==> src/design/fu_defines.svh <==
`ifndef FU_DEFINES_SVH
`define FU_DEFINES_SVH

// data word width, one integer register
`define FU_WORD_BITS 64

// physical destination tag width
`define FU_TAG_BITS 6

// multiplier pipeline depth
// each stage retires FU_WORD_BITS / FU_MULT_STAGES multiplier bits
// 2, 4 and 8 all divide the word evenly
`define FU_MULT_STAGES 4

`endif
==> src/design/fu_pkg.sv <==
`include "fu_defines.svh"

package fu_pkg;

  // operate format with register operand b
  typedef struct packed {
    logic [5:0] opcode;
    logic [4:0] ra;
    logic [4:0] rb;
    // must be zero in this form
    logic [2:0] sbz;
    logic       lit_flag;
    logic [6:0] func;
    logic [4:0] rc;
  } inst_reg_form_t;

  // operate format with 8-bit literal in place of rb
  typedef struct packed {
    logic [5:0] opcode;
    logic [4:0] ra;
    logic [7:0] lit;
    logic       lit_flag;
    logic [6:0] func;
    logic [4:0] rc;
  } inst_lit_form_t;

  // one instruction word, view chosen by lit_flag
  typedef union packed {
    inst_reg_form_t reg_form;
    inst_lit_form_t lit_form;
  } alpha_inst_t;

  // alu function select
  typedef enum logic [3:0] {
    alu_addq,
    alu_subq,
    alu_and,
    alu_bic,
    alu_bis,
    alu_ornot,
    alu_xor,
    alu_eqv,
    alu_srl,
    alu_sll,
    alu_sra,
    alu_cmpult,
    alu_cmpeq,
    alu_cmpule,
    alu_cmplt,
    alu_cmple
  } alu_func_e;

  // what the issue stage hands over
  typedef struct packed {
    alpha_inst_t              inst;
    logic [`FU_WORD_BITS-1:0] a_value;
    logic [`FU_WORD_BITS-1:0] b_value;
    logic [`FU_TAG_BITS-1:0]  tag;
  } issue_packet_t;

  // decoded op for one execute unit, operands already selected
  typedef struct packed {
    logic                     valid;
    alu_func_e                func;
    logic [`FU_WORD_BITS-1:0] a;
    logic [`FU_WORD_BITS-1:0] b;
    logic [`FU_TAG_BITS-1:0]  tag;
  } exec_packet_t;

  // one finished result
  typedef struct packed {
    logic [`FU_WORD_BITS-1:0] value;
    logic [`FU_TAG_BITS-1:0]  tag;
    logic                     illegal;
  } fu_result_t;

endpackage

==> src/design/complete_arbiter.sv <==
`timescale 1ns/100ps

module complete_arbiter (
  input  logic               clock,
  input  logic               reset,
  input  logic               stall,
  input  fu_pkg::fu_result_t alu_result,
  input  fu_pkg::fu_result_t mult_result,
  input  logic               alu_done,
  input  logic               mult_done,
  output logic               alu_hazard,
  output logic               mult_hazard,
  output logic               complete_valid,
  output fu_pkg::fu_result_t complete
);

  logic take_mult;
  logic take_alu;

  // fixed priority, multiplier first
  // its pipe cannot hold off new ops without freezing everything
  assign take_mult = !stall && mult_done;
  assign take_alu  = !stall && !mult_done && alu_done;

  // stall blocks both, a multiplier win blocks the alu
  assign mult_hazard = stall;
  assign alu_hazard  = stall || mult_done;

  // one completion per cycle at most
  always_ff @(posedge clock) begin
    if (reset) begin
      complete_valid <= 1'b0;
    end else begin
      complete_valid <= take_mult || take_alu;
    end
  end

  // payload only loads on a winner
  always_ff @(posedge clock) begin
    if (take_mult) begin
      complete <= mult_result;
    end else if (take_alu) begin
      complete <= alu_result;
    end
  end

endmodule

==> config.mk <==
export PLATFORM = sky130hd
export DESIGN_NAME = complete_arbiter
export DESIGN_NICKNAME = d
export VERILOG_FILES = /design/src/design/fu_pkg.sv /design/src/design/complete_arbiter.sv
export VERILOG_INCLUDE_DIRS = /design/src /design/src/design
export SDC_FILE = /design/constraint.sdc
export NUM_CORES = 1
export LEC_CHECK = 0
export ABC_AREA = 1
export BUFFER_PORTS_ARGS = -buffer_cell sky130_fd_sc_hd__buf_2
export CAP_MARGIN = 20
export CORE_MARGIN = 2
export CORE_UTILIZATION = 41
export CTS_BUF_LIST = sky130_fd_sc_hd__clkbuf_16
export DETAILED_ROUTE_END_ITERATION = 7
export HOLD_SLACK_MARGIN = 0.06
export PLACE_DENSITY = 0.79
export SYNTH_ARGS = -nofsm -noshare
export SYNTH_HDL_FRONTEND = slang
export SYNTH_SLANG_ARGS = --single-unit
==> constraint.sdc <==
create_clock -name clock -period 5.9 [get_ports clock]
set_clock_uncertainty 0.1 [all_clocks]
set_input_delay 0.59 -clock clock [delete_from_list [all_inputs] [get_ports clock]]
set_output_delay 0.59 -clock clock [all_outputs]
set_load 0.05 [all_outputs]
# Yosys cells after proc, flatten, opt, wreduce, memory -nomap -nowiden

Cells that the tools add are included.

Mux-type cells: 2
Reductions and logical operators: 8

Operators with widths:

| operator            | number |
|---|---|
| $mux W71            | 2 |
| $logic_and A1 B1 Y1 | 3 |
| $logic_not A1 Y1    | 2 |
| $logic_or A1 B1 Y1  | 2 |
| $reduce_bool A2 Y1  | 1 |

Input port bits: 147
Register bits after elaboration: 72
Output and inout port bits: 74
Word-level logic and storage cells: 14

# Longest topological paths before layout

Word-level depth: 5
Gate-level depth with buffers: 5
Mapped depth without buffers: 4

# Worst setup path after synthesis

No wires, ideal clock.

Path kind: input port to flip-flop
Start: input mult_done
End: register complete[0] (netlist bit), enable pin
Path buffers: 1
Path slack: 1.517 ns
Data required time: 5.299 ns
Stages: 3
Setup time: 0.501 ns
Data arrival time: 3.782 ns
Cell sequence: buf_2 -> nor2_1 -> nor2_1

Word-level cells in the longest chain between the ends: 4
Elaborated cells on any way between the ends: 5
Those cells by class: 5 x reduce/logical

RTL lines:

| item                              | line                   | RTL |
|---|---|---|
| start, declared                   | complete_arbiter.sv:10 | `input logic mult_done,` |
| $logic_not A1 Y1                  | complete_arbiter.sv:23 | `assign take_alu = !stall && !mult_done && alu_done;` |
| $logic_and A1 B1 Y1 (2 in series) | complete_arbiter.sv:23 |  |
| $reduce_bool A2 Y1 (no line) *    | --                     |  |
| end signal, assigned              | complete_arbiter.sv:41 | `complete <= mult_result;` |
| end signal, assigned              | complete_arbiter.sv:43 | `complete <= alu_result;` |
| end, declared                     | complete_arbiter.sv:14 | `output fu_pkg::fu_result_t complete` |

Mark *: on every way between the ends. The rest lies on a longest branch, timed or not.
A chain may end at the register's enable or synchronous reset.

# Worst setup path in the final report

Start: input mult_done
End: register complete[63] (netlist bit), enable pin

The elaborated chain is that of the path after synthesis.

==> results by group <==
Synth
  – Post-synthesis cell type count: 12
  – XOR/XNOR Fraction of Synth Area: 0
  – Main combinational cell family by area after synthesis: simple AND/OR/NAND/NOR gates
  – Syn Area/Cell: 10.1 µm²
  – Synth Area in Compound Gates: 0
  – Multiplexer area fraction after synthesis: 0
  – Post-synthesis sequential area ratio: 0.676
  – Yosys warning total: 0
  – Post-synthesis cell area: 3180 µm²
  – Syn Inst Count: roughly 310
  – Register bit total from synthesis: 72
  – Post-Synth Simple-Gate Area: 0.287
  – Synth Net Count: 461
  – Synth Area in Adders: 0

Placement
  – Final GP Congestion: between 0.7 and 0.8
  – Port-buffer cells: 220
  – Post-DP HPWL: between 6 and 7 mm

STA
  – Final setup fails: 0
  – Fmax: around 360 MHz
  – Worst-Margin Slew: ~0.97 ns
  – RSZ-0062 raised after global routing: false
  – Setup tns final: 0 ns
  – Final Max Slew Viols: 0
  – Slew Limit Headroom: 0.352
  – Worst hold slack: approximately 0.36 ns
  – Crit path time final: 2.75 ns
  – Period utilization: 0.467
  – Endpoints failing hold: 0

Routing
  – Wirelength, routed: ~8 mm
  – Wire per inst: 12.9 µm
  – Via count: 3029
  – Detailed Route Iter0 Violations: 72
  – Drt pass-1 iters: 4
  – DRC viols: 0
  – Vias/cell: 4.79
  – Detail Route Antenna Nets: 0

Clock tree
  – TritonCTS Buffers: 9
  – CTS root buf: clkbuf_16
  – Clock slew at reported path FFs: 0.05 ns
  – CTS tree: done
  – Post-cts gate resize count: 0
  – # Post-CTS Setup Buffers: 0
  – Clock Sinks: 72
  – Max clock buf depth: 2
  – CTS Hold Bufs: 0
  – H-tree depth: 3

GRT
  – Pin count of the biggest net entering global routing: 73
  – Vias in the first global route: approximately 2800
  – Global-route usage over all layers: 0.190
  – Initial antenna violation count: 0
  – First-pass GRT wire length: 12.7 mm
  – Final global-route overflow total: 0

Critical path
  – Max FO, Critical Path: 36
  – Worst EP arrival: between 2 and 3 ns
  – CP required: between 5 and 6 ns
  – Critical Path Sink Type: flop
  – Crit path max-delay cell type: nor2_4
  – CP Launch Type: input port
  – Slowest cell delay on critical path: roughly 0.77 ns
  – CP cell instances: buf_2, nor2_1, nor2_4, buf_4
  – CP endpoint: complete[63]$_DFFE_PP_
  – Crit path from: mult_done
  – Worst setup path class: input port to flop

Floorplanning
  – Core Rows: 32
  – Core ar.: 7610 µm²
  – Initial core utilization: 0.418
  – Die Y: 92.1 µm
  – Die X: around 92 µm
  – Die area: around 8500 µm²
  – I/O pin count: ~220

Layout
  – Final net count: 673
  – Layout cells sized above 1: 0.456
  – Multi-input logic area: between 900 and 1000 µm²
  – Fill cells: 655
  – Layout area overhead: 45.7%
  – FF/Latch Area: 2150 µm²
  – Ant. Diodes: 0

Outcome
  – Status: finished clean

Pwr
  – Leak pwr: 0.00233 µW
  – Pwr/cell area: 322 nW/µm²
  – Peak supply drop: 0.153 mV

Run
  – Max cap viols: 0

Hold path
  – Hold Crit Class: input port to flop
## sequential cells by signal (all words and copies together) (netlist names)
register	count
complete	71
complete_valid	1
## critical path: cells and delay by family
kind,cells,cell delay [ns]
buffers and inverters,2,1.02
AND/OR/NAND/NOR,2,0.96
## worst min path at each step
stage,from,endpoint,slack (ns),cells after the start
2_1_floorplan,reset,complete_valid$_SDFF_PP0_,0.57,1
3_3_place_gp,reset,complete_valid$_SDFF_PP0_,0.68,2
3_5_place_dp,reset,complete_valid$_SDFF_PP0_,0.68,2
4_1_cts,reset,complete_valid$_SDFF_PP0_,0.34,2
5_1_grt,reset,complete_valid$_SDFF_PP0_,0.35,2
6_report,reset,complete_valid$_SDFF_PP0_,0.36,2
## per-stage QoR
step	utilization	setup slack, ns	instances	total power (µW)	instance area, µm²
after floorplan	-	1.52	314	888	3180
after global placement	0.569	2.80	616	987	4330
after detailed placement	0.572	2.75	617	995	4350
after CTS	0.609	3.10	633	1510	4640
after global routing	0.609	2.91	633	1550	4640
final	0.609	3.15	633	1490	4640
## placed cells by master, fill, tap and decap left out
cell / count
buf_12: 1
clkbuf_16: 9
nor2_4: 1
nand3_1: 71
nor3_1: 1
nand2_2: 1
dfxtp_1: 1
inv_2: 1
clkinvlp_4: 2
clkinv_2: 2
bufinv_16: 1
or2_2: 1
clkinv_1: 2
nor2_1: 1
edfxtp_1: 71
buf_2: 220
buf_4: 3
nand2_1: 142
## cells by family (layout without fill, tap and decap cells)
logic type    Yosys count  after routing
simple gates          218            218
flops                  72             72
buf+inv                24            241
## final cells by class
type / count / share of cell area
Inverter: 1 / 0.000810
Sequential cell: 72 / 0.464
Clock buffer: 9 / 0.0486
Clock inverter: 7 / 0.0135
Timing Repair Buffer: 224 / 0.247
Tap cell: 102 / 0.0275
Multi-Input combinational cell: 218 / 0.199
## cell usage after synthesis
master	count	share of area
nand2_1	142	0.17
edfxtp_1	71	0.67
nand3_1	71	0.11
buf_2	18	0.028
clkbuf_1	4	0.0047
nor2_1	2	0.0024
buf_4	1	0.0024
dfxtp_1	1	0.0063
inv_2	1	0.0012
nand2_2	1	0.0020
nor3_1	1	0.0016
or2_2	1	0.0020
## routing by layer
layer  GRT usage  routed length (µm)  vias to the layer above
met4      0.0933                 260                        0
li1            -                   -                     1491
met3      0.0460                 678                       28
met1       0.221                3100                     1358
met5           0                   0                        -
met2       0.328                4160                      152
## power by group
group          switching, µW  leakage [µW]  internal, µW
clock                    189      0.000136           322
sequential              11.3      0.000683           622
combinational            261       0.00151          87.9
No activity file was read; power rests on OpenSTA's default activity.
