===== src/design/fu_defines.svh =====
`ifndef FU_DEFINES_SVH
`define FU_DEFINES_SVH

// data word width, one integer register
`define FU_WORD_BITS 64

// physical destination tag width
`define FU_TAG_BITS 6

// multiplier pipeline depth
// each stage retires FU_WORD_BITS / FU_MULT_STAGES multiplier bits
// 2, 4 and 8 all divide the word evenly
`define FU_MULT_STAGES 4

`endif

===== src/design/fu_pkg.sv =====
`include "fu_defines.svh"

package fu_pkg;

  // operate format with register operand b
  typedef struct packed {
    logic [5:0] opcode;
    logic [4:0] ra;
    logic [4:0] rb;
    // must be zero in this form
    logic [2:0] sbz;
    logic       lit_flag;
    logic [6:0] func;
    logic [4:0] rc;
  } inst_reg_form_t;

  // operate format with 8-bit literal in place of rb
  typedef struct packed {
    logic [5:0] opcode;
    logic [4:0] ra;
    logic [7:0] lit;
    logic       lit_flag;
    logic [6:0] func;
    logic [4:0] rc;
  } inst_lit_form_t;

  // one instruction word, view chosen by lit_flag
  typedef union packed {
    inst_reg_form_t reg_form;
    inst_lit_form_t lit_form;
  } alpha_inst_t;

  // alu function select
  typedef enum logic [3:0] {
    alu_addq,
    alu_subq,
    alu_and,
    alu_bic,
    alu_bis,
    alu_ornot,
    alu_xor,
    alu_eqv,
    alu_srl,
    alu_sll,
    alu_sra,
    alu_cmpult,
    alu_cmpeq,
    alu_cmpule,
    alu_cmplt,
    alu_cmple
  } alu_func_e;

  // what the issue stage hands over
  typedef struct packed {
    alpha_inst_t              inst;
    logic [`FU_WORD_BITS-1:0] a_value;
    logic [`FU_WORD_BITS-1:0] b_value;
    logic [`FU_TAG_BITS-1:0]  tag;
  } issue_packet_t;

  // decoded op for one execute unit, operands already selected
  typedef struct packed {
    logic                     valid;
    alu_func_e                func;
    logic [`FU_WORD_BITS-1:0] a;
    logic [`FU_WORD_BITS-1:0] b;
    logic [`FU_TAG_BITS-1:0]  tag;
  } exec_packet_t;

  // one finished result
  typedef struct packed {
    logic [`FU_WORD_BITS-1:0] value;
    logic [`FU_TAG_BITS-1:0]  tag;
    logic                     illegal;
  } fu_result_t;

endpackage


===== src/design/operand_decode.sv =====
`timescale 1ns/100ps

module operand_decode (
  input  logic                 issue_valid,
  input  fu_pkg::issue_packet_t issue,
  output fu_pkg::exec_packet_t  alu_op,
  output fu_pkg::exec_packet_t  mult_op,
  output logic                 illegal
);

  // integer operate opcode groups
  localparam logic [5:0] OP_INTA = 6'h10;
  localparam logic [5:0] OP_INTL = 6'h11;
  localparam logic [5:0] OP_INTS = 6'h12;
  localparam logic [5:0] OP_INTM = 6'h13;

  logic [5:0]       opcode;
  logic [6:0]       fn;
  logic             is_lit;
  logic [63:0]      opnd_b;
  fu_pkg::alu_func_e func;
  logic             is_mult;
  logic             known;

  // opcode and function code sit in the same place in both views
  assign opcode = issue.inst.reg_form.opcode;
  assign fn     = issue.inst.reg_form.func;
  assign is_lit = issue.inst.reg_form.lit_flag;

  // literal form replaces rb with a zero-extended 8-bit constant
  assign opnd_b = is_lit ? {56'd0, issue.inst.lit_form.lit} : issue.b_value;

  always_comb begin
    func    = fu_pkg::alu_addq;
    is_mult = 1'b0;
    known   = 1'b1;
    case (opcode)
      // arithmetic and compares
      OP_INTA: begin
        case (fn)
          7'h20:   func = fu_pkg::alu_addq;
          7'h29:   func = fu_pkg::alu_subq;
          7'h1d:   func = fu_pkg::alu_cmpult;
          7'h2d:   func = fu_pkg::alu_cmpeq;
          7'h3d:   func = fu_pkg::alu_cmpule;
          7'h4d:   func = fu_pkg::alu_cmplt;
          7'h6d:   func = fu_pkg::alu_cmple;
          default: known = 1'b0;
        endcase
      end
      // logical
      OP_INTL: begin
        case (fn)
          7'h00:   func = fu_pkg::alu_and;
          7'h08:   func = fu_pkg::alu_bic;
          7'h20:   func = fu_pkg::alu_bis;
          7'h28:   func = fu_pkg::alu_ornot;
          7'h40:   func = fu_pkg::alu_xor;
          7'h48:   func = fu_pkg::alu_eqv;
          default: known = 1'b0;
        endcase
      end
      // shifts
      OP_INTS: begin
        case (fn)
          7'h34:   func = fu_pkg::alu_srl;
          7'h39:   func = fu_pkg::alu_sll;
          7'h3c:   func = fu_pkg::alu_sra;
          default: known = 1'b0;
        endcase
      end
      // only mulq goes to the multiplier
      OP_INTM: begin
        if (fn == 7'h20) begin
          is_mult = 1'b1;
        end else begin
          known = 1'b0;
        end
      end
      default: known = 1'b0;
    endcase
  end

  assign illegal = issue_valid && !known;

  // unknown ops become addq of zeros so the value comes out zero
  assign alu_op.valid = issue_valid && !is_mult;
  assign alu_op.func  = func;
  assign alu_op.a     = known ? issue.a_value : '0;
  assign alu_op.b     = known ? opnd_b : '0;
  assign alu_op.tag   = issue.tag;

  // func unused by the multiplier
  assign mult_op.valid = issue_valid && is_mult;
  assign mult_op.func  = fu_pkg::alu_addq;
  assign mult_op.a     = issue.a_value;
  assign mult_op.b     = opnd_b;
  assign mult_op.tag   = issue.tag;

endmodule


===== config.mk =====
export PLATFORM = sky130hd
export DESIGN_NAME = operand_decode
export DESIGN_NICKNAME = d
export VERILOG_FILES = /design/src/design/fu_pkg.sv /design/src/design/operand_decode.sv
export VERILOG_INCLUDE_DIRS = /design/src /design/src/design
export SDC_FILE = /design/constraint.sdc
export NUM_CORES = 1
export LEC_CHECK = 0
export BUFFER_PORTS_ARGS = -buffer_cell sky130_fd_sc_hd__buf_2
export CORE_AREA = 8 8 166 168
export DETAILED_ROUTE_END_ITERATION = 7
export DIE_AREA = 0 0 174 176
export MAX_ROUTING_LAYER = met4
export PLACE_DENSITY = 0.47
export SLEW_MARGIN = 20
export SYNTH_ARGS = -nofsm -noshare
export SYNTH_HDL_FRONTEND = slang
export SYNTH_SLANG_ARGS = --single-unit

===== constraint.sdc =====
create_clock -name vclk -period 2.4
set_clock_uncertainty 0.1 [all_clocks]
set_input_delay 0.48 -clock vclk [all_inputs]
set_output_delay 0.48 -clock vclk [all_outputs]
set_load 0.03 [all_outputs]

== Word level (Yosys, flattened, before mapping) ==
Index checks and enable logic that the tools add are counted.
Cells by class
  reductions and logical operators: 9
  mux-type cells: 13
  equal/unequal tests: 18
Operators by type and width (count)
  $mux 64: 3
  $eq 7x6->1 const B: 8
  $eq 7x7->1 const B: 4
  $eq 6x5->1 const B: 4
  $pmux 4 s3: 2
  $pmux 4 s6: 1
  $pmux 3 s6: 1
  $eq 7x4->1 const B: 1
  $eq 7x5->1 const B: 1
  $logic_not 7->1: 1
  $reduce_or 7->1: 1
  $reduce_or 6->1: 1
  $mux 1: 5
  $pmux 1 s4: 1
  $logic_and 1x1->1: 3
  $reduce_or 3->1: 1
  $logic_not 1->1: 2
Storage, ports and cells
  bits in registers: 0
  logic and storage cells: 40
  output and inout bits: 279

== Logic depth before layout (Yosys ltp) ==
  depth after elaboration: 6
  mapped depth: 8
  mapped depth without buffers: 5

== Worst setup path after synthesis ==
OpenSTA, ideal clock, no wires.
  path kind: input port to output port
  start point: in issue[141] in the netlist's numbering
  end point: out alu_op[137] in the netlist's numbering
  stages: 4
  data required time: 1.820 ns
  buffers on the path: 1
  slack: -0.973 ns
  arrival: 2.793 ns
  cell sequence: buf_2 -> mux2_2 -> o32a_1 -> a2111oi_0
RTL lines
  start, declared: line operand_decode.sv:5  | input fu_pkg::issue_packet_t issue,
  end, declared: line operand_decode.sv:6  | output fu_pkg::exec_packet_t alu_op,

==> run summary <==
========================================================================================
Worst path buffer plus inverter count                                                  6
Number of cells on the worst hold path                                                 0
Post-detail-place hpwl                                                          14500 um
Core outline area                                                             24800 um^2
Share of final-layout standard cells stronger than drive strength 1                0.784
Portion of the clock cycle consumed by the worst path in the final layout           1.14
Number of slew-limit violations in the final report                                    0
Minimum clock period after layout                                                2730 ps
Core Rows                                                                             58
Synth top cells by count                                                    nor2b_1 (188), buf_4 (81), buf_2 (14), mux2_2 (9), clkbuf_1 (8)
Synth top area share                                                               0.512
Warnings, synthesis                                                                    0
Remaining global-route overflow                                                        0
Delay contributed by the slowest stage of the critical path                       320 ps
Sequential cell area                                                              0 um^2
Top achievable clock speed                                                       366 MHz
Antenna cells                                                                          0
Number of routed nets with antenna violations                                          0
Data required time at the worst endpoint                                         1820 ps
Cell type group with the largest total delay on the critical path           buffers and inverters
Worst setup SP type                                                         primary input
Hold_buf cts                                                                           0
Pin count of the biggest net entering global routing                                  59
Global-route wire length before repair                                          23300 um
DRT Pass-1 Iters                                                                       6
Floorplan die height                                                              176 um
Kind of path behind the tightest hold check                                 primary input to output pin
Cell count along the critical path                                                    10
Final hold violations                                                                  0
Detail-routed via count per cell                                                    3.51
Setup_tns                                                                      -35730 ps
Initial cell density of the core                                                  0.0925
Pwr/cell area                                                                133 nW/um^2
Number of sequential cells in the layout                                               0
Start point of the worst min-delay path                                         issue[0]
Initial antenna violation count                                                        0
Unrepaired setup endpoints after global routing                                      yes
Library cell occupying the most area in the post-synthesis netlist               nor2b_1
Run status                                                                  finished, violations left
Mean instance size in the synthesized netlist                                  6.60 um^2
Signed area change from the synthesized netlist to the final layout                 155%
Overall Global Routing Usage                                                      0.0963
Io pins                                                                              446
Max-cap violations                                                                     0
DRC                                                                                    0
Leading cell type by number of instances after synthesis                         nor2b_1
Pleak                                                                            2.96 nW
Number of input and output port buffers inserted                                     414
Path type of the worst setup path                                           primary input to output pin
Cell seen most often among critical-path stages                                    buf_6
Cells traversed along the worst timing path                                 buf_8 -> buf_6 -> mux2_4 -> nor4_4 -> a211oi_4 -> buf_6 -> clkbuf_16 -> buf_12 -> nor2b_4 -> buf_6
CP Max Fanout                                                                          8
Die width                                                                         174 um
IR Drop Worst-Case VDD                                                         0.0727 mV
Synthesized area                                                               2300 um^2
Clock buffer count                                                                     0
Starting DRC count in detailed routing                                               106
# nets final                                                                         885
Post-synth cell types                                                                 32
Die Outline Area                                                              30600 um^2
Worst setup slack after layout                                                   -332 ps
Final setup violation count                                                          134
Hold Path End                                                                 mult_op[0]
Routed wire length                                                              17900 um
Vias in the first global route                                                      3775
Cell at the slowest stage of the critical path                                    mux2_4
Share of the yosys chip area belonging to registers                                    0
Endpoint arrival time on the critical path                                       2150 ps
Routability congestion estimate from global placement                              0.841
Endpoint type of the worst setup path                                         output pin
Vias                                                                                3668
Leading post-synthesis cells by cell area                                   nor2b_1 (51%), buf_4 (26%), mux2_2 (4.4%), buf_2 (3.1%), clkbuf_1 (1.3%)
Failing checks                                                              setup timing
Worst Setup Slack post-DPL                                                       -386 ps
Cell count after synthesis                                                           348
Detailed-route wire length per cell                                              17.1 um
========================================================================================
[power by group]
part	switching (mW)	internal (mW)	leakage (nW)
Sequential	0	0	0
Clock	0	0	0
Combinational	0.475	0.307	2.96
Total	0.475	0.307	2.96
[layout by cell type (no fill, tap or decap), types with 2 or more instances in the layout]
cell and instances:
buf_2 275, o32ai_2 2, nor2b_1 126, buf_8 6, nand3_1 4, nor2b_4 50, nor3_1 2, buf_4 109
conb_1 4, nor2_1 2, buf_12 4, nor2_2 2, nor4_4 2, nand2_1 2, buf_6 70, o32a_1 2
nor4_2 2, clkbuf_16 5, buf_16 2, nand2b_1 3, mux2_2 8, nor2b_2 12
[cell families (layout without fill, tap and decap cells)]
kind of cell,count (synthesis),count (layout),share of synthesized area
muxes,10,10,0.0485
buffers and inverters,108,473,0.321
other,1,4,0.00163
AOI/OAI and AO/OA,15,15,0.0496
and+or+nand+nor,214,214,0.579
[worst max path at each step]
stage	startpoint	endpoint
after floorplan	issue[144]	alu_op[135]
after global placement	issue[163]	alu_op[55]
after detailed placement	issue[163]	alu_op[58]
after CTS	issue[163]	alu_op[47]
after global routing	issue[143]	alu_op[50]
final	issue[141]	alu_op[86]
[through the flow]
stage / power [mW] / hold WS (ps) / cell area (um^2) / instances / utilization
3_3_place_gp: 0.743 / 860 / 4680 / 1031 / 0.188
5_1_grt: 0.823 / 860 / 5860 / 1046 / 0.236
2_1_floorplan: 0.529 / 983 / 2540 / 351 / -
4_1_cts: 0.756 / 860 / 5220 / 1034 / 0.210
6_report: 0.782 / 860 / 5860 / 1046 / 0.236
3_5_place_dp: 0.742 / 860 / 4680 / 1031 / 0.188
[layout make-up]
class / instances / area (um^2)
timing repair buffer: 472 / 3340
fill: 2688 / 19000
inverter: 1 / 3.75
multi-input combinational: 243 / 2110
tap: 330 / 413
[per-layer routing]
metal,global-route usage,wire length [um]
met1,0.111,7000
met2,0.171,9130
met3,0.0239,1420
met4,0.0128,354
met5,-,0
[what timing repair did]
item / in CTS / in global routing
buffers inserted: 3 / 5
gates resized for setup: 179 / 116
hold endpoints to repair: 0 / 0
setup endpoints to repair: 135 / 135
cloned: 0 / 7
pin swaps: 7 / 5
No activity file was read; power rests on OpenSTA's default activity.
